===== config.mk =====
export PLATFORM = sky130hd
export DESIGN_NAME = spi_byte_rx
export DESIGN_NICKNAME = d
export VERILOG_FILES = /design/src/hdl/prog_link_pkg.sv /design/src/hdl/spi_byte_rx.sv
export VERILOG_INCLUDE_DIRS = /design/src /design/src/hdl
export SDC_FILE = /design/constraint.sdc
export NUM_CORES = 1
export LEC_CHECK = 0
export BUFFER_PORTS_ARGS = -buffer_cell sky130_fd_sc_hd__buf_2
export CORE_MARGIN = 2
export CORE_UTILIZATION = 35
export CTS_BUF_LIST = sky130_fd_sc_hd__clkbuf_16
export CTS_CLUSTER_DIAMETER = 120
export DETAILED_ROUTE_END_ITERATION = 8
export SLEW_MARGIN = 20
export SYNTH_ARGS = -nofsm -noshare
export SYNTH_HDL_FRONTEND = slang
export SYNTH_SLANG_ARGS = --single-unit

===== constraint.sdc =====
create_clock -name clk_i -period 1.4 [get_ports clk_i]
set_clock_uncertainty 0.05 [all_clocks]
set_input_delay 0.21 -clock clk_i [delete_from_list [all_inputs] [get_ports clk_i]]
set_output_delay 0.21 -clock clk_i [all_outputs]
set_load 0.05 [all_outputs]

===== src/hdl/prog_defs.svh =====
// ~~~~~~~~~~~~~~~~~~~~
// Boot programmer constants shared by packages and RTL
// ICCM depth is 2**PROG_AW words of 32 bits
// ~~~~~~~~~~~~~~~~~~~~

`ifndef PROG_DEFS_SVH
`define PROG_DEFS_SVH

// ICCM word address width
`define PROG_AW 13

// Command bytes, first byte of a session
`define PROG_CMD_ICCM  8'hB1
`define PROG_CMD_FLASH 8'hB2
`define PROG_CMD_QSPI  8'hB3

// Terminates ICCM and flash sessions
`define PROG_END_WORD 32'h00FF_FF00

`endif


===== src/hdl/prog_link_pkg.sv =====
// ~~~~~~~~~~~~~~~~~~~~
// Serial link side types
// Command codes come from prog_defs.svh
// ~~~~~~~~~~~~~~~~~~~~

`include "prog_defs.svh"

package prog_link_pkg;

  // One received serial byte
  typedef logic [7:0] prog_byte_t;

  typedef enum logic [7:0] {
    CMD_ICCM  = `PROG_CMD_ICCM,
    CMD_FLASH = `PROG_CMD_FLASH,
    CMD_QSPI  = `PROG_CMD_QSPI
  } prog_cmd_e;

  // Controller states, WRITE is the single ICCM write cycle
  typedef enum logic [2:0] {
    PROG_IDLE  = 3'd0,
    PROG_ICCM  = 3'd1,
    PROG_FLASH = 3'd2,
    PROG_QSPI  = 3'd3,
    PROG_WRITE = 3'd4
  } prog_state_e;

endpackage


===== src/hdl/spi_byte_rx.sv =====
// ~~~~~~~~~~~~~~~~~~~~
// Serial byte receiver, LSB first, one byte per csb frame
// Pins are oversampled by clk_i: sck high and low phases
// must each last at least 3 clk_i cycles
// ~~~~~~~~~~~~~~~~~~~~

`timescale 1ns/1ns

module spi_byte_rx
  import prog_link_pkg::*;
(
  input  logic       clk_i,
  input  logic       por_ni,
  input  logic       sck_i,
  input  logic       sdi_i,
  input  logic       csb_i,
  output logic [7:0] byte_o,
  output logic       byte_valid_o
);

  logic [1:0] sck_sync_q;
  logic [1:0] sdi_sync_q;
  logic [1:0] csb_sync_q;
  logic       sck_d_q;
  logic       csb_d_q;
  logic       sck_rise;
  logic       csb_rise;
  logic       valid_q;
  prog_byte_t shift_q;

  // Edges seen on the synchronized pins
  assign sck_rise = sck_sync_q[1] & ~sck_d_q;
  assign csb_rise = csb_sync_q[1] & ~csb_d_q;

  // csb idles high so no frame is seen out of reset
  always_ff @(posedge clk_i or negedge por_ni) begin
    if (!por_ni) begin
      sck_sync_q <= 2'b00;
      sdi_sync_q <= 2'b00;
      csb_sync_q <= 2'b11;
      sck_d_q    <= 1'b0;
      csb_d_q    <= 1'b1;
      valid_q    <= 1'b0;
    end else begin
      sck_sync_q <= {sck_sync_q[0], sck_i};
      sdi_sync_q <= {sdi_sync_q[0], sdi_i};
      csb_sync_q <= {csb_sync_q[0], csb_i};
      sck_d_q    <= sck_sync_q[1];
      csb_d_q    <= csb_sync_q[1];
      valid_q    <= csb_rise;
    end
  end

  // LSB first, so new bits enter at the top
  always_ff @(posedge clk_i) begin
    if (sck_rise && !csb_sync_q[1]) begin
      shift_q <= {sdi_sync_q[1], shift_q[7:1]};
    end
  end

  assign byte_o       = shift_q;
  assign byte_valid_o = valid_q;

  a_valid_single : assert property (
    @(posedge clk_i) disable iff (!por_ni)
    byte_valid_o |=> !byte_valid_o
  );

endmodule


# ---- Yosys cells after proc, flatten, opt, wreduce, memory -nomap -nowiden
# Cells that the tools add are included.
# Widths: inputs -> output; s select.
dict set report op_classes {
  addsub 0
  n_mul 0
  div_mod_pow 0
  order_cmp 0
  eq_ne 0
  n_shift 0
  n_mux 0
  bitwise 4
  reduce_logical 2
}
# op count
set ops {}
lappend ops {{$and 1x1->1} 2}
lappend ops {{$not 1->1} 2}
lappend ops {{$logic_and 1x1->1} 1}
lappend ops {{$logic_not 1->1} 1}
dict set report totals {
  regBits 17
  latchBits 0
  ram_bits 0
  mem_bits_ro 0
  elab_cells 13
  n_memories 0
}

# ---- Depth between registers and ports, before layout
# Gate-level depths: netlist of the first run.
dict set report logic_depth {
  word_depth 3
  mapped_depth 1
  depth_no_buf 1
}

# ---- Least setup slack after synthesis of the first run
# OpenSTA, ideal clock, no wires.
dict set report synth_timing {
  path_type {reg2reg}
  start {register csb_sync_q[1]}
  end {register shift_q[0] (netlist: byte_o[0]), enable pin}
  setup_time_ps 370
  arrival_time_ps 780
  path_slack_ps 200
  stages_incl_launch_ff 2
  synth_period_minus_slack_ps 1200
  cell_sequence {dfstp_2 > nor3b_2}
}
dict set report synth_between {
  elab_chain_cells 2
}
# element line
set synth_lines {}
lappend synth_lines {{start, declared} spi_byte_rx.sv:23} ;# logic [1:0] csb_sync_q;
lappend synth_lines {{start signal, assigned} spi_byte_rx.sv:47} ;# csb_sync_q <= {csb_sync_q[0], csb_i};
lappend synth_lines {{$logic_not 1->1} spi_byte_rx.sv:56} ;# if (sck_rise && !csb_sync_q[1]) begin
lappend synth_lines {{$logic_and 1x1->1} spi_byte_rx.sv:56}
lappend synth_lines {{end signal, assigned} spi_byte_rx.sv:57} ;# shift_q <= {sdi_sync_q[1], shift_q[7:1]};
lappend synth_lines {{end, declared} spi_byte_rx.sv:29} ;# prog_byte_t shift_q;
# No other way between the ends.
# A chain may end at the register's enable or synchronous reset.

# ---- Worst setup path after layout of the first run
dict set report layout_timing {
  start {register shift_q[1] (netlist: byte_o[1])}
  end {output byte_o[1]}
}
# element line
set layout_lines {}
lappend layout_lines {{end, declared} spi_byte_rx.sv:17} ;# output logic [7:0] byte_o,
# No word-level cell between the ends.

==> flow_summary.toml, run 1 <==
[place]
gp_congestion = 0.616
placed_area_um2 = 582
io_buffers = 13

[cts]
htreeDepth = 1
cts_setup_buffers = 0
cts_tree = "built"
cts_made_buffers = 3
insertion_delay_ps = 240
clockBufferDepth = 2
root_buffer = "clkbuf_16"
clkTransAtPathRegs_ps = 50
numClockSinks = 17
cts_resized = 0

[power]
combPwrFrac_pct = 4.4
vdd_ir_drop_max_mv = 0.843
p_leak_nw = 0.288
pwr-share-clk_pct = 47.3
p_int_mw = 0.939
p_sw_mw = 0.208
seqPwrFrac_pct = 48.4
powerDensity_nw_per_um2 = 1710
switching_share_pct = 18.1

[worst_setup_path]
endpoint = "byte_o[1]"
regToRegStartpoint = "csb_sync_q[1]$_DFF_PN1_"
cp_slowest_stage_delay_ps = 390
cp.required_ps = 1140
crit_path_start = "byte_o[1]$_DFFE_PP_"
path_buf_inv = 1
crit_slowest_cell = "edfxtp_1"
critPathKind = "reg -> out"
worst-path-stages = 1
worstSetupStartpointType = "flop"
cpLargestDelayFamily = "flip-flops"
path_cells = "buf_2"
worstPathArrival_ps = 860
worstPathMaxFanout = 2
r2r_setup_slack_ps = 350
r2r-end = "byte_o[0]$_DFFE_PP_"
end_kind = "output port"
ff2ff_path_depth = 2

[synth]
syn_area_um2 = 490
synth_top_area_share_pct = 49.0
synth_compound_area_share_pct = 0
ys_seq_area_share_pct = 95.7
synth.area.top_cells = "edfxtp_1 49%, dfrtp_1 31%, dfstp_2 16%"
synth-simple-area-share_pct = 4.34
synth-adder-area-share_pct = 0
yosys_warnings = 0
syn-instance-count = 19
synth_xor_xnor_area_share_pct = 0
synthMuxAreaShare_pct = 0
synth_area_leader_cell = "edfxtp_1"
synth_top_family_by_area = "simple AND/OR/NAND/NOR gates"
ys_types = 5
avgSynthCellArea_um2 = 25.8
synth_nets = 24
ys_ff_latch = 17

[floorplan]
die_w_um = 41.4
pin_count = 14
start_util_pct = 37.7
die-area_um2 = 1720
core_um2 = 1300
die_y_um = 41.4
num_rows = 13

[flow_run]
max_cap_violations = 0

[sta]
setup_viol = 0
max_freq_mhz = 890
slew_viol_final = 0
worst_pin_slew_ps = 250
period_share_pct = 80.2
slew-limit-headroom_pct = 83.5
fin_crit_ps = 1120
tns_ps = 0
rsz0062_at_grt = "no"
hold_viol_final = 0

[cells_and_area]
fin_nets = 44
antenna_cells = 0
syn_to_final_growth_pct = 36.7
drive_above_1_share_pct = 57.9
final_area_um2 = 671

[drt]
vias_per_cell = 4.38
vias = 232
wl_um = 633
dr.pass1.iters = 2
antenna_left = 0
drc = 0
wl_per_cell_um = 11.9
drtIter0Drc = 1

[min_path]
hp-class = "in -> reg"

[outcome]
status = "finished clean"

[global_routing]
grt_overflow_total = 0
grt_max_degree = 10
grt_pass1_vias = 253
grtUsageTotal_pct = 8.73
antenna_found_initial = 0
grt_pass1_wl_um = 1080
kinds of logic after synthesis:
kind of cell	Yosys count
DFF	17
and+or+nand+nor	2
worst min-delay path by stage:
stage           start                 endpoint  slack [ps]  cells after the start
2_1_floorplan  por_ni   byte_valid_o$_DFF_PN0_        -140                      0
3_3_place_gp   por_ni  sck_sync_q[0]$_DFF_PN0_          10                      1
3_5_place_dp   por_ni  sck_sync_q[1]$_DFF_PN0_          20                      1
4_1_cts         csb_i  csb_sync_q[0]$_DFF_PN1_          10                      1
5_1_grt         csb_i  csb_sync_q[0]$_DFF_PN1_          20                      1
6_report        csb_i  csb_sync_q[0]$_DFF_PN1_          20                      1
registers in the layout (all words and copies together), names as in the netlist:
register / count
byte_o: 8
csb_sync_q: 2
sck_sync_q: 2
sdi_sync_q: 2
byte_valid_o: 1
csb_d_q: 1
sck_d_q: 1
layer usage:
layer | global-route usage [%] | part of all wire (%) | wire [um]
met1 | 10.5 | 41 | 260
met2 | 12.5 | 52 | 327
met3 | 1.30 | 7.1 | 45
met4 | 9.68 | 0 | 0
met5 | 0 | 0 | 0
Yosys cell counts:
| master | number |
|---|---|
| and2b_2 | 1 |
| dfrtp_1 | 6 |
| dfstp_2 | 3 |
| edfxtp_1 | 8 |
| nor3b_2 | 1 |
layout make-up:
type                            instances  area, um2
Clock buffer                            3       75.1
Timing Repair Buffer                   15       82.6
Sequential cell                        17        469
Fill cell                             123        631
Multi-Input combinational cell          2       21.3
Tap cell                               15       18.8
Clock inverter                          1       3.75
power groups by stage:
stage / combinational (mW) / clock [mW] / sequential (mW)
final: 0.0499 / 0.542 / 0.554
after global routing: 0.0531 / 0.570 / 0.556
after CTS: 0.0508 / 0.559 / 0.555
after detailed placement: 0.0486 / 0 / 0.563
after global placement: 0.0479 / 0 / 0.562
after floorplan: 0.00510 / 0 / 0.586
metrics by stage:
step / std cells / setup slack [ps] / util (%) / power, mW / hold slack [ps]
floorplan: 19 / 200 / - / 0.591 / -136
global placement: 48 / 360 / 44.7 / 0.609 / 9.53
detailed placement: 48 / 351 / 44.7 / 0.612 / 16.6
CTS: 53 / 257 / 51.5 / 1.16 / 10.4
global route: 53 / 244 / 51.5 / 1.18 / 15.8
finish: 53 / 277 / 51.5 / 1.15 / 16.4
cell usage in the layout, fill, tap and decap left out:
master,netlist,routed
edfxtp_1,8,8
inv_1,0,1
buf_4,0,1
dfstp_2,3,3
and2b_2,1,1
nor3b_2,1,1
dlygate4sd3_1,0,1
clkbuf_16,0,3
buf_2,0,13
dfrtp_1,6,6
repair_timing:
item,in CTS,in global routing
hold endpoints to repair,9,0
hold buffers,1,0
endpoints found under the setup margin,0,0
Note: power is estimated with default switching activity, not from simulation.
==> run 2: changes to the inputs <==
==> constraint.sdc (replaced) <==
create_clock -name clk_i -period 1.1 [get_ports clk_i]
set_clock_uncertainty 0.05 [all_clocks]
set_input_delay 0.165 -clock clk_i [delete_from_list [all_inputs] [get_ports clk_i]]
set_output_delay 0.165 -clock clk_i [all_outputs]
set_load 0.05 [all_outputs]
==> flow_summary.toml, run 2 (synthesized netlist as in run 1, its figures left out) <==
[outcome]
status = "finished clean"

[drt]
vias_per_cell = 4.26
dr.pass1.iters = 1
vias = 247
wl_um = 704
wl_per_cell_um = 12.1
drc = 0
drtIter0Drc = 0
antenna_left = 0

[cts]
cts_made_buffers = 3
cts_tree = "built"
insertion_delay_ps = 240
htreeDepth = 1
clockBufferDepth = 2
clkTransAtPathRegs_ps = 50
root_buffer = "clkbuf_16"
numClockSinks = 17

[worst_setup_path]
cp.required_ps = 880
regToRegStartpoint = "sck_d_q$_DFF_PN0_"
worstPathMaxFanout = 2
critPathKind = "reg -> out"
path_buf_inv = 1
path_cells = "buf_2"
cp_slowest_stage_delay_ps = 340
r2r_setup_slack_ps = 50
worstSetupStartpointType = "flop"
end_kind = "output port"
worstPathArrival_ps = 860
crit_slowest_cell = "edfxtp_1"
cpLargestDelayFamily = "flip-flops"
crit_path_start = "byte_o[7]$_DFFE_PP_"

[cells_and_area]
fin_nets = 49
drive_above_1_share_pct = 55.8
final_common_cell = "buf_2"
mostFrequentLayoutCells = "12 x buf_2, 8 x edfxtp_1, 6 x dfrtp_1, 4 x dlygate4sd3_1"
syn_to_final_growth_pct = 48.5
multiInputGateArea_um2 = 27.5
ff_latch_area_um2 = 469
antenna_cells = 0
nFillCells = 108
largest_register_ffs = 8

[power]
p_leak_nw = 0.315
powerDensity_nw_per_um2 = 2030
vdd_ir_drop_max_mv = 1.21
total_power_mw = 1.48

[sta]
setup_viol = 0
hold_viol_final = 0
slew_viol_final = 0
rsz0062_at_grt = "no"
period_share_pct = 97.4
slew-limit-headroom_pct = 83.1
tns_ps = 0
fin_crit_ps = 1070
worst_pin_slew_ps = 255
max_freq_mhz = 934

[global_routing]
grt_overflow_total = 0
grt_pass1_wl_um = 1120
antenna_found_initial = 0
grt_pass1_vias = 265
grtUsageTotal_pct = 9.74
grt_max_degree = 10

[floorplan]
core_um2 = 1300
pin_count = 14
die_y_um = 41.4
die_w_um = 41.4
num_rows = 13
start_util_pct = 37.7
die-area_um2 = 1720

[place]
gp_congestion = 0.624
io_buffers = 13

[min_path]
hp-class = "in -> async"

[flow_run]
max_cap_violations = 0
[run 2: cell count changes in the layout (fill, tap and decap cells not counted), sizes merged]
cell         before  now
dlygate4sd3       1    4
buf              14   16
[run 2: layout make-up]
cell class | instances | share of cell area (%)
clock buffer | 3 | 10.3
clock inverter | 1 | 0.515
multi-input combinational | 2 | 3.78
sequential | 17 | 64.4
tap | 15 | 2.58
timing repair buffer | 20 | 18.4
[run 2: metrics by stage]
step                worst slack (ps)  hold WS [ps]  util (%)  instances  area (um2)
floorplan                       2.19          -181         -         19         497
global placement                39.9         -36.2      45.2         48         588
detailed placement              22.7         -30.9      45.2         48         588
CTS                             15.1           247      54.5         56         709
global route                    1.54           283      56.0         58         728
finish                          28.9           254      56.0         58         728
[run 2: power breakdown]
group	internal [mW]	switching [mW]	total (mW)	leakage, nW
Clock	0.480	0.209	0.689	0.0423
Combinational	0.0308	0.0492	0.0800	0.0963
Sequential	0.697	0.0101	0.707	0.176
[run 2: repair_timing]
action	in CTS	in global routing
hold buffers	4	0
endpoints found under the hold margin	12	0
setup buffers	0	2
pin swaps	0	0
gates resized for setup	1	1
endpoints found under the setup margin	1	9
[run 2: path summary, 6_finish.rpt]
check / to / depth (start not counted)
max: byte_o[7] / 1
min: sck_sync_q[0]$_DFF_PN0_ / 2
max reg2reg: byte_o[3]$_DFFE_PP_ / 2
min reg2reg: sdi_sync_q[1]$_DFF_PN0_ / 0
max in group asynchronous: csb_sync_q[1]$_DFF_PN1_ / 2
min in group clk_i: sdi_sync_q[1]$_DFF_PN0_ / 0
[run 2: metal layers]
layer / up-vias / GRT usage (%) / share of wire [%]
met3: 2 / 5.65 / 8.0
li1: 116 / - / -
met2: 12 / 16.6 / 52
met1: 117 / 7.87 / 38
met5: - / 0 / 0
met4: 0 / 7.74 / 1.1
==> run 3: changes to the inputs <==
--- a/config.mk
+++ b/config.mk
@@ -7,11 +7,11 @@
 export NUM_CORES = 1
 export LEC_CHECK = 0
 export BUFFER_PORTS_ARGS = -buffer_cell sky130_fd_sc_hd__buf_2
-export CORE_MARGIN = 2
-export CORE_UTILIZATION = 35
+export CORE_AREA = 2 2 39 41
 export CTS_BUF_LIST = sky130_fd_sc_hd__clkbuf_16
 export CTS_CLUSTER_DIAMETER = 120
 export DETAILED_ROUTE_END_ITERATION = 8
+export DIE_AREA = 0 0 41 43
 export SLEW_MARGIN = 20
 export SYNTH_ARGS = -nofsm -noshare
 export SYNTH_HDL_FRONTEND = slang
==> flow_summary.toml, run 3 (synthesized netlist as in run 1, its figures left out) <==
[worst_setup_path]
cpLargestDelayFamily = "flip-flops"
worst-path-stages = 2
crit_slowest_cell = "dfstp_2"
path_buf_inv = 1
crit_path_start = "csb_sync_q[1]$_DFF_PN1_"
endpoint = "byte_o[1]$_DFFE_PP_"
r2r_setup_slack_ps = 30
cp_slowest_stage_delay_ps = 380
ff2ff_path_depth = 2
r2r-end = "byte_o[1]$_DFFE_PP_"
path_cells = "nor3b_4 > buf_6"
worstPathMaxFanout = 8
worstPathArrival_ps = 970
regToRegStartpoint = "csb_sync_q[1]$_DFF_PN1_"
worstSetupStartpointType = "flop"
end_kind = "flop"
critPathKind = "reg -> reg"
cp.required_ps = 1000

[floorplan]
die-area_um2 = 1760
num_rows = 14
die_y_um = 43
die_w_um = 41
pin_count = 14
start_util_pct = 35.4
core_um2 = 1380

[cts]
cts_made_buffers = 3
clockBufferDepth = 2
clkTransAtPathRegs_ps = 50
cts_tree = "built"
cts_setup_buffers = 0
numClockSinks = 17
insertion_delay_ps = 240
root_buffer = "clkbuf_16"
htreeDepth = 1

[cells_and_area]
final_cells = 57
mostFrequentLayoutCells = "10 x buf_2, 8 x edfxtp_1, 6 x dfrtp_1, 4 x dlygate4sd3_1"
final_common_cell = "buf_2"
fin_nets = 47
antenna_cells = 0
nFillCells = 121
ff_latch_area_um2 = 469
multiInputGateArea_um2 = 27.5
syn_to_final_growth_pct = 46.7
drive_above_1_share_pct = 53.7
largest_register_ffs = 8

[sta]
tns_ps = 0
worst_pin_slew_ps = 251
setup_slack_ps = 33.7
hold_ws_ps = 263
slew-limit-headroom_pct = 83.4
max_freq_mhz = 938
fin_crit_ps = 1070
hold_viol_final = 0
slew_viol_final = 0
rsz0062_at_grt = "no"
period_share_pct = 96.9
setup_viol = 0

[drt]
vias_per_cell = 4.25
drtIter0Drc = 4
wl_um = 681
drc = 0
wl_per_cell_um = 11.9
vias = 242
dr.pass1.iters = 3
antenna_left = 0

[power]
total_power_mw = 1.47
powerDensity_nw_per_um2 = 2040
p_leak_nw = 0.307
vdd_ir_drop_max_mv = 1.03

[min_path]
hp-class = "in -> async"

[place]
pre_cts_slack_ps = 24.6
io_buffers = 13
dp.cells = 49
gp_congestion = 0.671

[global_routing]
grtUsageTotal_pct = 8.65
grt_overflow_total = 0
grt_max_degree = 10
antenna_found_initial = 0
grt_pass1_wl_um = 966
grt_pass1_vias = 231

[outcome]
status = "finished clean"

[flow_run]
max_cap_violations = 0
-- run 3: cell count changes in the layout (fill, tap and decap cells not counted), sizes merged --
cell,previous run,this run
buf,16,14
-- run 3: power by group --
| part | total [mW] | internal [mW] | switching, mW |
|---|---|---|---|
| logic | 0.0763 | 0.0287 | 0.0476 |
| registers | 0.708 | 0.697 | 0.0110 |
| clock network | 0.685 | 0.480 | 0.205 |
-- run 3: repair_timing --
| item | 4_1_cts | 5_1_grt |
|---|---|---|
| hold buffers | 4 | 0 |
| setup endpoints to repair | 0 | 11 |
| gates resized for setup | 0 | 7 |
| hold endpoints to repair | 12 | 0 |
-- run 3: final cells by class --
type | instances | area share [%]
Sequential cell | 17 | 65.2
Timing Repair Buffer | 18 | 17.2
Clock buffer | 3 | 10.4
Multi-Input combinational cell | 2 | 3.83
Tap cell | 16 | 2.78
Clock inverter | 1 | 0.522
-- run 3: worst min path at each step --
stage	slack, ps	start	endpoint	depth (start not counted)
2_1_floorplan	-180	por_ni	byte_valid_o$_DFF_PN0_	0
6_report	260	por_ni	sck_d_q$_DFF_PN0_	2
3_3_place_gp	-30	por_ni	sck_d_q$_DFF_PN0_	1
5_1_grt	290	por_ni	sck_d_q$_DFF_PN0_	2
4_1_cts	250	por_ni	sck_d_q$_DFF_PN0_	2
3_5_place_dp	-30	por_ni	sck_d_q$_DFF_PN0_	1
-- run 3: per-layer routing --
metal  part of all wire, %  vias up  GRT usage [%]
li1                      -      109              -
met1                    40      122           9.85
met2                    53       11           14.7
met3                   7.6        0           1.57
met4                     0        0           4.00
met5                     0        -              0
-- run 3: stage by stage --
step	instance area (um2)	util, %
2_1_floorplan	497	-
3_3_place_gp	589	42.6
3_5_place_dp	589	42.6
4_1_cts	708	51.2
5_1_grt	719	52.0
6_report	719	52.0
