[src/hdl/prog_defs.svh]
// ~~~~~~~~~~~~~~~~~~~~
// Boot programmer constants shared by packages and RTL
// ICCM depth is 2**PROG_AW words of 32 bits
// ~~~~~~~~~~~~~~~~~~~~

`ifndef PROG_DEFS_SVH
`define PROG_DEFS_SVH

// ICCM word address width
`define PROG_AW 13

// Command bytes, first byte of a session
`define PROG_CMD_ICCM  8'hB1
`define PROG_CMD_FLASH 8'hB2
`define PROG_CMD_QSPI  8'hB3

// Terminates ICCM and flash sessions
`define PROG_END_WORD 32'h00FF_FF00

`endif

[src/hdl/prog_link_pkg.sv]
// ~~~~~~~~~~~~~~~~~~~~
// Serial link side types
// Command codes come from prog_defs.svh
// ~~~~~~~~~~~~~~~~~~~~

`include "prog_defs.svh"

package prog_link_pkg;

  // One received serial byte
  typedef logic [7:0] prog_byte_t;

  typedef enum logic [7:0] {
    CMD_ICCM  = `PROG_CMD_ICCM,
    CMD_FLASH = `PROG_CMD_FLASH,
    CMD_QSPI  = `PROG_CMD_QSPI
  } prog_cmd_e;

  // Controller states, WRITE is the single ICCM write cycle
  typedef enum logic [2:0] {
    PROG_IDLE  = 3'd0,
    PROG_ICCM  = 3'd1,
    PROG_FLASH = 3'd2,
    PROG_QSPI  = 3'd3,
    PROG_WRITE = 3'd4
  } prog_state_e;

endpackage

[src/hdl/prog_mem_pkg.sv]
// ~~~~~~~~~~~~~~~~~~~~
// Memory side types
// Address width follows PROG_AW
// ~~~~~~~~~~~~~~~~~~~~

`include "prog_defs.svh"

package prog_mem_pkg;

  // ICCM write request, 45 bits with the default width
  typedef struct packed {
    logic [`PROG_AW-1:0] addr;
    logic [31:0]         data;
  } iccm_wr_t;

  // Config word for the quad-SPI controller
  typedef logic [31:0] qspi_cfg_t;

endpackage

[src/hdl/boot_prog_ctrl.sv]
// ~~~~~~~~~~~~~~~~~~~~
// Boot command decoder and word assembler
// Bytes arrive without back-pressure, frame gap >= 4 clk_i cycles
// Unknown command bytes are dropped in idle
// ~~~~~~~~~~~~~~~~~~~~

`timescale 1ns/1ns

`include "prog_defs.svh"

module boot_prog_ctrl
  import prog_link_pkg::*;
  import prog_mem_pkg::*;
(
  input  logic       clk_i,
  input  logic       por_ni,
  input  logic [7:0] byte_i,
  input  logic       byte_valid_i,
  output iccm_wr_t   iccm_wr_o,
  output logic       iccm_we_o,
  output qspi_cfg_t  q_wdata_o,
  output logic       q_valid_o,
  output logic       prog_done_o,
  output logic       reset_req_o,
  output logic       flash_intf_o,
  output logic       target_mem_o
);

  prog_state_e         state_q;
  logic [1:0]          byte_cnt_q;
  logic [31:0]         word_q;
  logic [31:0]         word_next;
  logic                word_full;
  logic                word_end;
  logic [`PROG_AW-1:0] addr_q;
  qspi_cfg_t           q_wdata_q;
  logic                q_valid_q;
  logic                prog_done_q;
  logic                reset_req_q;
  logic                flash_intf_q;
  logic                target_mem_q;

  // First byte lands in the low byte of the word
  assign word_next = {byte_i, word_q[31:8]};
  assign word_full = byte_valid_i && (byte_cnt_q == 2'd3);
  assign word_end  = word_full && (word_next == `PROG_END_WORD);

  always_ff @(posedge clk_i or negedge por_ni) begin
    if (!por_ni) begin
      state_q      <= PROG_IDLE;
      byte_cnt_q   <= 2'd0;
      addr_q       <= '0;
      q_valid_q    <= 1'b0;
      prog_done_q  <= 1'b1;
      reset_req_q  <= 1'b0;
      flash_intf_q <= 1'b0;
      target_mem_q <= 1'b1;
    end else begin
      q_valid_q <= (state_q == PROG_QSPI) && word_full;
      case (state_q)
        PROG_IDLE: begin
          if (byte_valid_i) begin
            byte_cnt_q <= 2'd0;
            case (prog_cmd_e'(byte_i))
              CMD_ICCM: begin
                state_q     <= PROG_ICCM;
                addr_q      <= '0;
                reset_req_q <= 1'b1;
                prog_done_q <= 1'b0;
              end
              CMD_FLASH: begin
                state_q      <= PROG_FLASH;
                reset_req_q  <= 1'b1;
                prog_done_q  <= 1'b0;
                flash_intf_q <= 1'b1;
              end
              CMD_QSPI: begin
                state_q <= PROG_QSPI;
              end
              default: begin
                state_q <= PROG_IDLE;
              end
            endcase
          end
        end
        PROG_ICCM: begin
          if (byte_valid_i) begin
            byte_cnt_q <= byte_cnt_q + 2'd1;
          end
          if (word_end) begin
            state_q      <= PROG_IDLE;
            reset_req_q  <= 1'b0;
            prog_done_q  <= 1'b1;
            target_mem_q <= 1'b0;
          end else if (word_full) begin
            state_q <= PROG_WRITE;
          end
        end
        // Address moves on once the write has gone out
        PROG_WRITE: begin
          addr_q  <= addr_q + 1'b1;
          state_q <= PROG_ICCM;
        end
        // Words are only watched for the end marker
        PROG_FLASH: begin
          if (byte_valid_i) begin
            byte_cnt_q <= byte_cnt_q + 2'd1;
          end
          if (word_end) begin
            state_q      <= PROG_IDLE;
            reset_req_q  <= 1'b0;
            flash_intf_q <= 1'b0;
            prog_done_q  <= 1'b1;
            target_mem_q <= 1'b1;
          end
        end
        PROG_QSPI: begin
          if (byte_valid_i) begin
            byte_cnt_q <= byte_cnt_q + 2'd1;
          end
          if (word_full) begin
            state_q <= PROG_IDLE;
          end
        end
        default: begin
          state_q <= PROG_IDLE;
        end
      endcase
    end
  end

  always_ff @(posedge clk_i) begin
    if (byte_valid_i) begin
      word_q <= word_next;
    end
    if ((state_q == PROG_QSPI) && word_full) begin
      q_wdata_q <= word_next;
    end
  end

  // Word and address are stable for the whole write cycle
  assign iccm_wr_o    = '{addr: addr_q, data: word_q};
  assign iccm_we_o    = (state_q == PROG_WRITE);
  assign q_wdata_o    = q_wdata_q;
  assign q_valid_o    = q_valid_q;
  assign prog_done_o  = prog_done_q;
  assign reset_req_o  = reset_req_q;
  assign flash_intf_o = flash_intf_q;
  assign target_mem_o = target_mem_q;

  a_we_qvalid_excl : assert property (
    @(posedge clk_i) disable iff (!por_ni)
    !(iccm_we_o && q_valid_o)
  );

  a_flash_in_reset : assert property (
    @(posedge clk_i) disable iff (!por_ni)
    flash_intf_o |-> reset_req_o
  );

endmodule

[config.mk]
export PLATFORM = sky130hd
export DESIGN_NAME = boot_prog_ctrl
export DESIGN_NICKNAME = d
export VERILOG_FILES = /design/src/hdl/prog_link_pkg.sv /design/src/hdl/prog_mem_pkg.sv /design/src/hdl/boot_prog_ctrl.sv
export VERILOG_INCLUDE_DIRS = /design/src /design/src/hdl
export SDC_FILE = /design/constraint.sdc
export NUM_CORES = 1
export LEC_CHECK = 0
export BUFFER_PORTS_ARGS = -buffer_cell sky130_fd_sc_hd__clkbuf_2
export CORE_MARGIN = 2
export CORE_UTILIZATION = 40
export DETAILED_ROUTE_END_ITERATION = 8
export HOLD_SLACK_MARGIN = 0.02
export SLEW_MARGIN = 5
export SYNTH_ARGS = -nofsm -noshare
export SYNTH_HDL_FRONTEND = slang
export SYNTH_SLANG_ARGS = --single-unit
[constraint.sdc]
create_clock -name clk_i -period 8.3 [get_ports clk_i]
set_input_delay 0.83 -clock clk_i [delete_from_list [all_inputs] [get_ports clk_i]]
set_output_delay 0.83 -clock clk_i [all_outputs]
set_load 0.01 [all_outputs]
### Yosys cells after proc, flatten, opt, wreduce, memory -nomap -nowiden

Cells that the tools add are included.

| cells by class | value |
|---|---|
| reduce and logical (&&, ||, !) cells | 18 |
| multiplexer cells | 25 |
| equality and inequality tests | 19 |
| add/sub/neg operators | 2 |

Operators by type and width:

| cell | count |
|---|---|
| $eq A32 B24 Y1 const B | 1 |
| $mux W13 | 2 |
| $pmux W13 S2 | 1 |
| $eq A8 B8 Y1 const B | 3 |
| $mux W3 | 5 |
| $pmux W3 S5 | 1 |
| $add A13 B1 Y13 const B | 1 |
| $reduce_and A4 Y1 | 3 |
| $ne A2 B2 Y1 const B | 5 |
| $reduce_bool A2 Y1 | 5 |
| $reduce_and A3 Y1 | 3 |
| $mux W1 | 8 |
| $ne A2 B1 Y1 const B | 4 |
| $pmux W1 S2 | 4 |
| $eq A3 B2 Y1 const B | 2 |
| $pmux W2 S3 | 1 |
| $mux W2 | 2 |
| $pmux W2 S2 | 1 |
| $reduce_or A2 Y1 | 2 |
| $eq A3 B1 Y1 const B | 1 |
| $eq A3 B3 Y1 const B | 1 |
| $logic_and A1 B1 Y1 | 3 |
| $logic_not A3 Y1 | 1 |
| $ne A3 B3 Y1 const B | 1 |
| 3 further kinds | 3 |

| storage, ports and cells | value |
|---|---|
| register bits | 87 |
| bits of input ports | 11 |
| output and inout port bits | 83 |
| word-level logic and storage cells | 74 |

### Depth between registers and ports, before layout

Gate-level depths: netlist (run 1).

| depth | value |
|---|---|
| word-level depth | 5 |
| gate-level depth with buffers | 7 |
| gate-level depth less buffers | 5 |

### Worst setup path after synthesis (run 1)

No wires, ideal clock.

| timing | value |
|---|---|
| path kind | input to register |
| start | input byte_valid_i |
| end | register q_wdata_q[0], in the netlist q_wdata_o[0], enable pin |
| slack | 5,372 ps |
| path buffers | 0 |
| data arrival time | 2,506 ps |
| stages on the path | 3 |
| required time | 7,878 ps |
| library setup time | 422 ps |
| cell sequence | nor2b_1 > nand2_1 > nor2_1 |

| between the ends | value |
|---|---|
| longest elaborated chain between the ends | 2 |

Ends and longest elaborated chain:

| item | line | text |
|---|---|---|
| start, declared | boot_prog_ctrl.sv:18 | `input logic byte_valid_i,` |
| $logic_and A1 B1 Y1 | boot_prog_ctrl.sv:45 | `assign word_full = byte_valid_i && (byte_cnt_q == 2'd3);` |
| $logic_and A1 B1 Y1 | boot_prog_ctrl.sv:136 | `if ((state_q == PROG_QSPI) && word_full) begin` |
| end signal, assigned | boot_prog_ctrl.sv:137 | `q_wdata_q <= word_next;` |
| end, declared | boot_prog_ctrl.sv:36 | `qspi_cfg_t q_wdata_q;` |

No other way between the ends.
A chain may end at the register's enable or synchronous reset.

### Final worst setup path (run 1)

| timing | value |
|---|---|
| start | input byte_valid_i |
| end | register q_wdata_q[14], in the netlist q_wdata_o[14], enable pin |

The elaborated chain is that of the path after synthesis.

==> results of run 1 <==
==> worst max-delay path, stage by stage <==
cell and delay (ns):
clkbuf_2 0.69, nor2b_1 0.33, nand2_1 0.15, nor2_4 0.70
==> how the worst max path moves through the flow <==
stage	from	end	slack, ns	cells after the start
final	byte_valid_i	q_wdata_o[14]	5.55	4
after global routing	byte_valid_i	q_wdata_o[14]	5.39	4
after CTS	byte_valid_i	q_wdata_o[14]	5.50	4
after detailed placement	byte_valid_i	q_wdata_o[14]	5.13	4
after global placement	byte_valid_i	q_wdata_o[13]	5.19	4
after floorplan	byte_valid_i	q_wdata_o[0]	5.37	3
==> kinds of logic (layout without fill, tap and decap cells) <==
family	count (synthesis)	count (layout)	share of synthesized area [%]
compound gates	26	26	4.94
xor+xnor	3	3	0.793
fa+ha+maj	2	2	0.755
buf+inv	15	116	1.77
flops	87	87	75.4
mux	10	10	3.02
simple gates	78	78	13.3
==> cells in the mapped netlist, types with 2 or more instances <==
cell type  count
and2_1         3
nor2b_1        2
mux2i_1       10
and3_1         2
nand4_1        8
nor4_1         3
and4_1         2
a32o_1         2
nor3_1         2
and4b_1        2
nor2_1         6
dfstp_2        2
o21ai_0        7
inv_1          7
nand3_1        8
xor2_1         3
dfrtp_1       21
a21oi_1        9
ha_1           2
nand2b_1       8
nand4b_1       2
a211oi_1       2
nand2_1       23
buf_2          2
edfxtp_1      64
clkbuf_1       6
==> through the flow <==
step	area (um^2)	instances	hold slack [ns]	total power [mW]	setup WS [ns]
4_1_cts	4110	427	0.465	0.923	5.50
2_1_floorplan	3320	221	0.452	0.565	5.37
3_3_place_gp	3890	411	0.469	0.604	5.19
6_report	4110	427	0.454	0.912	5.55
3_5_place_dp	3890	411	0.481	0.606	5.13
5_1_grt	4110	427	0.488	0.955	5.39
==> power by group through the flow <==
stage / combinational [mW] / clock [mW] / sequential [mW]
finish: 0.0806 / 0.317 / 0.514
global route: 0.0921 / 0.344 / 0.519
CTS: 0.0818 / 0.327 / 0.515
detailed placement: 0.0816 / 0 / 0.524
global placement: 0.0809 / 0 / 0.524
floorplan: 0.0398 / 0 / 0.525
==> final cells by class <==
| type | instances | area (um^2) | area share (%) |
|---|---|---|---|
| clock buffers | 9 | 124 | 3.01 |
| clock inverters | 7 | 97.6 | 2.38 |
| inverters | 7 | 26.3 | 0.639 |
| multi-input cells | 119 | 764 | 18.6 |
| flip-flops and latches | 87 | 2500 | 60.8 |
| well taps | 105 | 131 | 3.20 |
| repair buffers | 93 | 465 | 11.3 |
==> metal layers <==
layer  part of all wire, %  vias to the layer above
met2                    47                       76
met1                    45                     1049
met3                   6.4                        7
met5                     0                        -
li1                      -                     1034
met4                   1.3                        0
==> sequential cells by signal, indices dropped and copies added, names as in the netlist <==
signal,flops
q_wdata_o,32
word_q,32
addr_q,13
state_q,3
byte_cnt_q,2
flash_intf_o,1
prog_done_o,1
q_valid_o,1
reset_req_o,1
target_mem_o,1
==> results_dict.tcl, run 1 <==
set metrics [dict create \
    outcome "finished, final reports clean" \
    cts_tree "built" \
    fmax_mhz 364 \
    synth_edf_count 64 \
    grt_pass1_vias 2018 \
    areaGrowthSynthToFinish_pct 23.9 \
    io_buffer_count 93 \
    row_count 33 \
    grt_use_met1_pct 21.5 \
    yosys_warnings 0 \
    slew_headroom_pct 37.7 \
    p_per_area_mw_per_mm2 222 \
    use_met2_pct 23.9 \
    cellLeakagePower_nw 1.67 \
    skew_ns 0.0124 \
    synth_top_flop_cell "edfxtp_1" \
    mostFrequentLayoutCells "93 x clkbuf_2, 64 x edfxtp_1, 23 x nand2_1, 21 x dfrtp_1, 10 x mux2i_1" \
    ctsLongestPathBuffers 2 \
    ir_worst_vdd_uv 83.9 \
    max_slew.worst_pin.slew_ns 0.934 \
    power_switching_uw 237 \
    clock_power_share_pct 34.8 \
    reg2reg_slack_ns 6.08 \
    htree_levels 3 \
    ys_types 39 \
    maxCapViolCount 0 \
    drtAntennaViolNets 0 \
    met3_usage_pct 3.64 \
    finalCritPeriodShare_pct 33.1 \
    clk_pin_slew_ns 0.09 \
    syn_nets 234 \
    final_hold_viol_count 0 \
    ff2ff_path_depth 4 \
    start_kind "primary input" \
    antenna-diode-count 0 \
    slew_violations 0 \
    hpwl_mm 4.72 \
    combPwrFrac_pct 8.8 \
    coreArea_mm2 0.00813 \
    cts_resized 0 \
    finalSetupViolCount 0 \
    nFillCells 737 \
    clockRootBuffer "clkbuf_8" \
    switching_share_pct 26.0 \
    via_count 2166 \
    ys_ff_latch 87 \
    clock_latency_ns 0.36 \
    rsz0062_at_grt "false" \
    r2r_start "state_q[0]" \
    synth_area_mm2 0.00332 \
    io_pins 94 \
    criticalPathCategory "primary input to flop" \
    via_per_inst 5.07 \
    drive_gt1_share_pct 36.0 \
    yosysSeqAreaShare_pct 75.4 \
    die-area_mm2 0.00903 \
    die_w_um 95.0 \
    start_util_pct 40.8 \
    drtPass1Iterations 4 \
    p_int_uw 675 \
    grt_pass1_wl_mm 10.5 \
    ctsHoldBuffers 0 \
    synthCells 221 \
    grt_busiest_layer "met2" \
    cts_made_buffers 9 \
    antenna_found_initial 0 \
    yosys.area.top_type "edfxtp_1" \
    gp_congestion 0.798 \
    async_flop_share_pct 26.4 \
    cp.arrival_ns 2.73 \
    setup_tns_ns 0 \
    die_h_um 95.0 \
    gr-total-overflow 0 \
    avgSynthCellArea_um2 15.0 \
    timing.rr.end "addr_q[12]" \
    cp.required_ns 8.28 \
    final_nets 330 \
    synthTopCellsByArea "edfxtp_1 58%, dfrtp_1 16%, mux2i_1 3.0%" \
    final_common_cell "clkbuf_2" \
    first_iter_violations 86 \
    routedWlPerCell_um 15.7 \
    yosysTopAreaCellShare_pct 58.0 \
    fin_util_pct 50.5 \
    cts_setup_buffers 0 \
    pwr-share-seq_pct 56.4 \
    track_usage_pct 15.6 \
    fin_crit_ns 2.75 \
    cts.sinks 87 \
    routed_wl_mm 6.70 \
    cp-end-kind "flop" \
    grt_max_degree 41 \
    drc_errors 0 \
    cp_max_fo 40 \
    min_path_type "primary input to async pin" \
]
Note: power is estimated with default switching activity, not from simulation.
==> run 2: changes to the inputs <==
Settings changed: PLACE_DENSITY from default to 0.66.
Clock period 8.3 ns to 2.2 ns, I/O delays scaled along.
==> run 2 against run 1 <==
Net effect: total power rose to 3.6 times the previous value; critical path type is now flop to flop; first-iteration DRC count increased by 36%; largest cell class unchanged; worst setup slack got worse by 5.4 ns; non-clock buffer count grew 8; combinational power rose to 3.9 times the previous value; largest power group unchanged; sequential share of layout area is 0.42 points lower; highest routed layer unchanged; critical path depth unchanged; cell count increased by 1.9%; critical endpoint is now flash_intf_o.
==> results_dict.tcl, run 2 (same netlist as run 1, synthesis figures left out) <==
set metrics [dict create \
    outcome "finished, final reports clean" \
    fmax_mhz 496 \
    coreArea_mm2 0.00813 \
    timing.rr.end "flash_intf_o" \
    ctsLongestPathBuffers 2 \
    gp_congestion 0.772 \
    mostFrequentLayoutCells "93 x clkbuf_2, 64 x edfxtp_1, 23 x nand2_1, 21 x dfrtp_1, 10 x mux2i_1" \
    die_w_um 95.0 \
    fin_crit_ns 2.02 \
    first_iter_violations 117 \
    nFillCells 724 \
    min_path_type "primary input to flop" \
    cts_tree "built" \
    htree_levels 3 \
    p_per_area_mw_per_mm2 784 \
    ff2ff_path_depth 4 \
    antenna_found_initial 0 \
    power_switching_uw 840 \
    cellLeakagePower_nw 1.68 \
    rsz0062_at_grt "false" \
    min-delay-start "byte_i[5]" \
    whs_path_depth 1 \
    die-area_mm2 0.00903 \
    io_pins 94 \
    hpwl_mm 4.82 \
    row_count 33 \
    switching_share_pct 25.9 \
    combPwrFrac_pct 9.8 \
    cp.required_ns 2.44 \
    cts.sinks 87 \
    final_cell_area_mm2 0.00414 \
    cts_made_buffers 9 \
    clockRootBuffer "clkbuf_8" \
    criticalPathCategory "flop to flop" \
    via_per_inst 5.04 \
    place_ws_ns 0.206 \
    antenna-diode-count 0 \
    start_kind "flop" \
    final-instance-count-excl-fill 435 \
    grt_max_degree 39 \
    cp.arrival_ns 2.25 \
    worst_slack_ns 0.182 \
    slew_violations 0 \
    max_slew.worst_pin.slew_ns 0.590 \
    skew_ns 0.00925 \
    grt_pass1_vias 2002 \
    areaGrowthSynthToFinish_pct 24.8 \
    maxCapViolCount 0 \
    hold_slack_ns 0.0845 \
    reg2reg_slack_ns 0.18 \
    drive_gt1_share_pct 36.7 \
    routed_wl_mm 6.76 \
    ff_latch_area_mm2 0.00250 \
    routedWlPerCell_um 15.5 \
    track_usage_pct 15.6 \
    pwr-share-seq_pct 59.6 \
    clock_power_share_pct 30.6 \
    p_int_mw 2.41 \
    dp.cells 418 \
    final_nets 338 \
    grt_pass1_wl_mm 10.5 \
    dpl_cell_area_mm2 0.00395 \
    final_hold_viol_count 0 \
    finalCritPeriodShare_pct 91.7 \
    drtAntennaViolNets 0 \
    ir_worst_vdd_uv 393 \
    cp_max_fo 4 \
    slew_headroom_pct 60.6 \
    via_count 2193 \
    start_util_pct 40.8 \
    multi_input_area_um2 767 \
    cp-end-kind "flop" \
    setup_tns_ns 0 \
    gr-total-overflow 0 \
    clk_pin_slew_ns 0.08 \
    finalSetupViolCount 0 \
    hold_path_end "q_wdata_o[29]" \
    r2r_start "word_q[14]" \
    final_common_cell "clkbuf_2" \
    die_h_um 95.0 \
    drc_errors 0 \
    drtPass1Iterations 4 \
    io_buffer_count 93 \
    clock_latency_ns 0.35 \
]
==> run 2: worst max path at each step <==
stage | start | end | cells after the start
final | word_q[14] | flash_intf_o | 4
after global routing | word_q[11] | flash_intf_o | 4
after CTS | state_q[2] | iccm_we_o | 3
after floorplan | state_q[0] | q_wdata_o[0] | 4
after global placement | word_q[11] | flash_intf_o | 4
after detailed placement | word_q[14] | flash_intf_o | 4
==> run 2: timing repair <==
| item | in CTS | in global routing |
|---|---|---|
| endpoints found under the hold margin | 21 | 0 |
| setup endpoints to repair | 0 | 1 |
| hold buffers | 1 | 0 |
| gates resized for setup | 0 | 1 |
| buffers inserted | 0 | 0 |
==> run 2: per-layer routing <==
layer  share of wire (%)  track usage, %
met4                0.86            4.35
met3                 7.8            5.85
met2                  47            24.0
met5                   0               0
met1                  45            21.1
==> run 2: worst max-delay path, stage by stage, from the launching register on <==
cell	delay, ns
edfxtp_1	0.44
nand4b_1	0.21
or4_4	0.51
or4b_4	0.53
a32o_1	0.22
==> run 2: cell type report <==
type                       instances  area share [%]
sequential                        87            60.4
timing repair buffer             101            13.1
inverter                           7           0.635
multi-input combinational        119            18.5
clock inverter                     6            1.09
tap                              105            3.18
clock buffer                      10            3.08
==> run 2: stage by stage <==
| stage | utilization, % | power (mW) |
|---|---|---|
| global placement | 48.6 | 2.28 |
| floorplan | - | 2.13 |
| CTS | 50.8 | 3.28 |
| detailed placement | 48.6 | 2.29 |
| finish | 50.9 | 3.24 |
| global route | 50.9 | 3.41 |
==> run 2: power by group through the flow <==
| stage | Combinational [mW] | Clock, mW | Sequential (mW) |
|---|---|---|---|
| 2_1_floorplan | 0.150 | 0 | 1.98 |
| 3_3_place_gp | 0.317 | 0 | 1.97 |
| 3_5_place_dp | 0.323 | 0 | 1.97 |
| 4_1_cts | 0.324 | 1.02 | 1.94 |
| 5_1_grt | 0.359 | 1.10 | 1.95 |
| 6_report | 0.317 | 0.993 | 1.93 |
==> run 3: changes to the inputs <==
==> constraint.sdc (replaced) <==
create_clock -name clk_i -period 2.2 [get_ports clk_i]
set_input_delay 0.11 -clock clk_i [delete_from_list [all_inputs] [get_ports clk_i]]
set_output_delay 0.11 -clock clk_i [all_outputs]
set_load 0.01 [all_outputs]
==> run 3 against run 2 <==
Net effect: via count up 0.73%; wire length about the same; register-to-register slack improved by 0.04 ns; total power rose by 3.2%; worst hold slack worse by 0.037 ns; die area stayed put; core utilization is 0.98 points higher; critical endpoint unchanged; clock power grew 9.8%; non-clock buffer count increased by 6; maximum frequency grew 1.3%; worst setup slack improved by 0.026 ns.
==> results_dict.tcl, run 3 (same netlist as run 1, synthesis figures left out) <==
set metrics [dict create \
    ff2ff_path_depth 4 \
    setup_tns_ns 0 \
    clock_latency_ns 0.35 \
    cp_max_fo 4 \
    p_per_area_mw_per_mm2 794 \
    cts_made_buffers 9 \
    clk_pin_slew_ns 0.09 \
    r2r_start "word_q[14]" \
    start_kind "primary input" \
    slew_violations 0 \
    timing.rr.end "flash_intf_o" \
    max_slew.worst_pin.slew_ns 0.601 \
    clockRootBuffer "clkbuf_8" \
    critPathSlowestCell "or4b_4" \
    grt_pass1_vias 2127 \
    routedWlPerCell_um 15.3 \
    routed_wl_mm 6.76 \
    grt_pass1_wl_mm 10.9 \
    die_h_um 95.0 \
    ir_worst_vdd_uv 370 \
    start_util_pct 40.8 \
    io_buffer_count 93 \
    outcome "finished, final reports clean" \
    cp.required_ns 2.44 \
    cts.sinks 87 \
    whs_path_depth 1 \
    die-area_mm2 0.00903 \
    fin_crit_ns 1.99 \
    drtAntennaViolNets 0 \
    track_usage_pct 16.2 \
    cts_tree "built" \
    dpl_cell_area_mm2 0.00395 \
    fmax_mhz 502 \
    htree_levels 3 \
    ctsLongestPathBuffers 2 \
    max_stage_delay_ns 0.59 \
    skew_ns 0.0110 \
    path_cells "dlygate4sd3_1 -> clkbuf_2 -> nor4_1 -> nand4_1 -> or4b_4 -> a32o_1" \
    nFillCells 691 \
    cp.arrival_ns 2.24 \
    total_power_mw 3.35 \
    drtPass1Iterations 4 \
    finalSetupViolCount 0 \
    rsz0062_at_grt "false" \
    row_count 33 \
    cellLeakagePower_nw 1.72 \
    slew_headroom_pct 59.9 \
    coreArea_mm2 0.00813 \
    first_iter_violations 131 \
    final_cell_area_mm2 0.00422 \
    gp_congestion 0.773 \
    drive_gt1_share_pct 36.3 \
    mostFrequentLayoutCells "93 x clkbuf_2, 64 x edfxtp_1, 23 x nand2_1, 21 x dfrtp_1, 10 x mux2i_1" \
    via_per_inst 5.01 \
    multi_input_area_um2 764 \
    final_hold_viol_count 0 \
    final_common_cell "clkbuf_2" \
    hold_path_end "q_wdata_o[25]" \
    io_pins 94 \
    criticalPathCategory "primary input to flop" \
    gr-total-overflow 0 \
    finalCritPeriodShare_pct 90.5 \
    maxCapViolCount 0 \
    drc_errors 0 \
    die_w_um 95.0 \
    reg2reg_slack_ns 0.22 \
    cp-end-kind "flop" \
    min_path_type "primary input to flop" \
    final_nets 344 \
    antenna-diode-count 0 \
    hpwl_mm 4.84 \
    min-delay-start "byte_i[1]" \
    via_count 2209 \
    antenna_found_initial 0 \
    ff_latch_area_mm2 0.00250 \
    grt_max_degree 39 \
    areaGrowthSynthToFinish_pct 27.2 \
]
==> run 3: cell types whose count changed in the layout (fill, tap and decap cells not counted), sizes merged <==
cell         before  now
dlygate4sd3       1    7
bufinv            0    1
clkbuf          103  102
==> run 3: power breakdown <==
group	switching, mW	leakage [nW]	internal, mW
clock network	0.563	0.0937	0.527
registers	0.0817	0.850	1.85
logic	0.183	0.775	0.143
==> run 3: per-layer routing <==
layer / wire length (um) / vias to the layer above / track usage, %
met5: 0 / - / 0
met4: 92 / 0 / 6.16
met3: 606 / 9 / 4.27
met2: 3130 / 107 / 25.8
met1: 2920 / 1036 / 21.6
li1: - / 1057 / -
==> run 3: worst max path at each step <==
stage                    start           end  slack (ns)  cells after the start
finish               byte_i[5]  flash_intf_o        0.21                      6
global placement    word_q[14]  flash_intf_o        0.27                      4
detailed placement  word_q[11]  flash_intf_o        0.21                      4
CTS                 word_q[11]  flash_intf_o        0.21                      4
floorplan           state_q[0]  q_wdata_o[0]        0.12                      4
global route        state_q[1]     iccm_we_o        0.13                      3
==> run 3: per-stage QoR <==
stage | hold WS [ns] | worst slack [ns] | util, % | cells
after CTS | 0.0486 | 0.205 | 51.9 | 441
after detailed placement | 0.141 | 0.215 | 48.6 | 418
after floorplan | -0.186 | 0.122 | - | 221
after global routing | 0.0494 | 0.131 | 51.9 | 441
after global placement | 0.137 | 0.267 | 48.6 | 418
final | 0.0475 | 0.208 | 51.9 | 441
==> run 3: what timing repair did <==
item / 4_1_cts / 5_1_grt
hold buffers: 7 / 0
gates resized for setup: 0 / 0
endpoints found under the hold margin: 33 / 0
setup buffers: 0 / 0
==> run 3: final cells by class <==
type                    count  area share [%]
inverters                   7           0.623
clock inverters             7            1.69
multi-input cells         119            18.1
well taps                 105            3.11
repair buffers            107            14.2
clock buffers               9            2.94
flip-flops and latches     87            59.3
==> run 3: critical path, delay by kind of cell <==
kind	cells	cell delay, ns
AO/OA/AOI/OAI	1	0.21
buffers and inverters	2	0.67
AND/OR/NAND/NOR	3	1.25
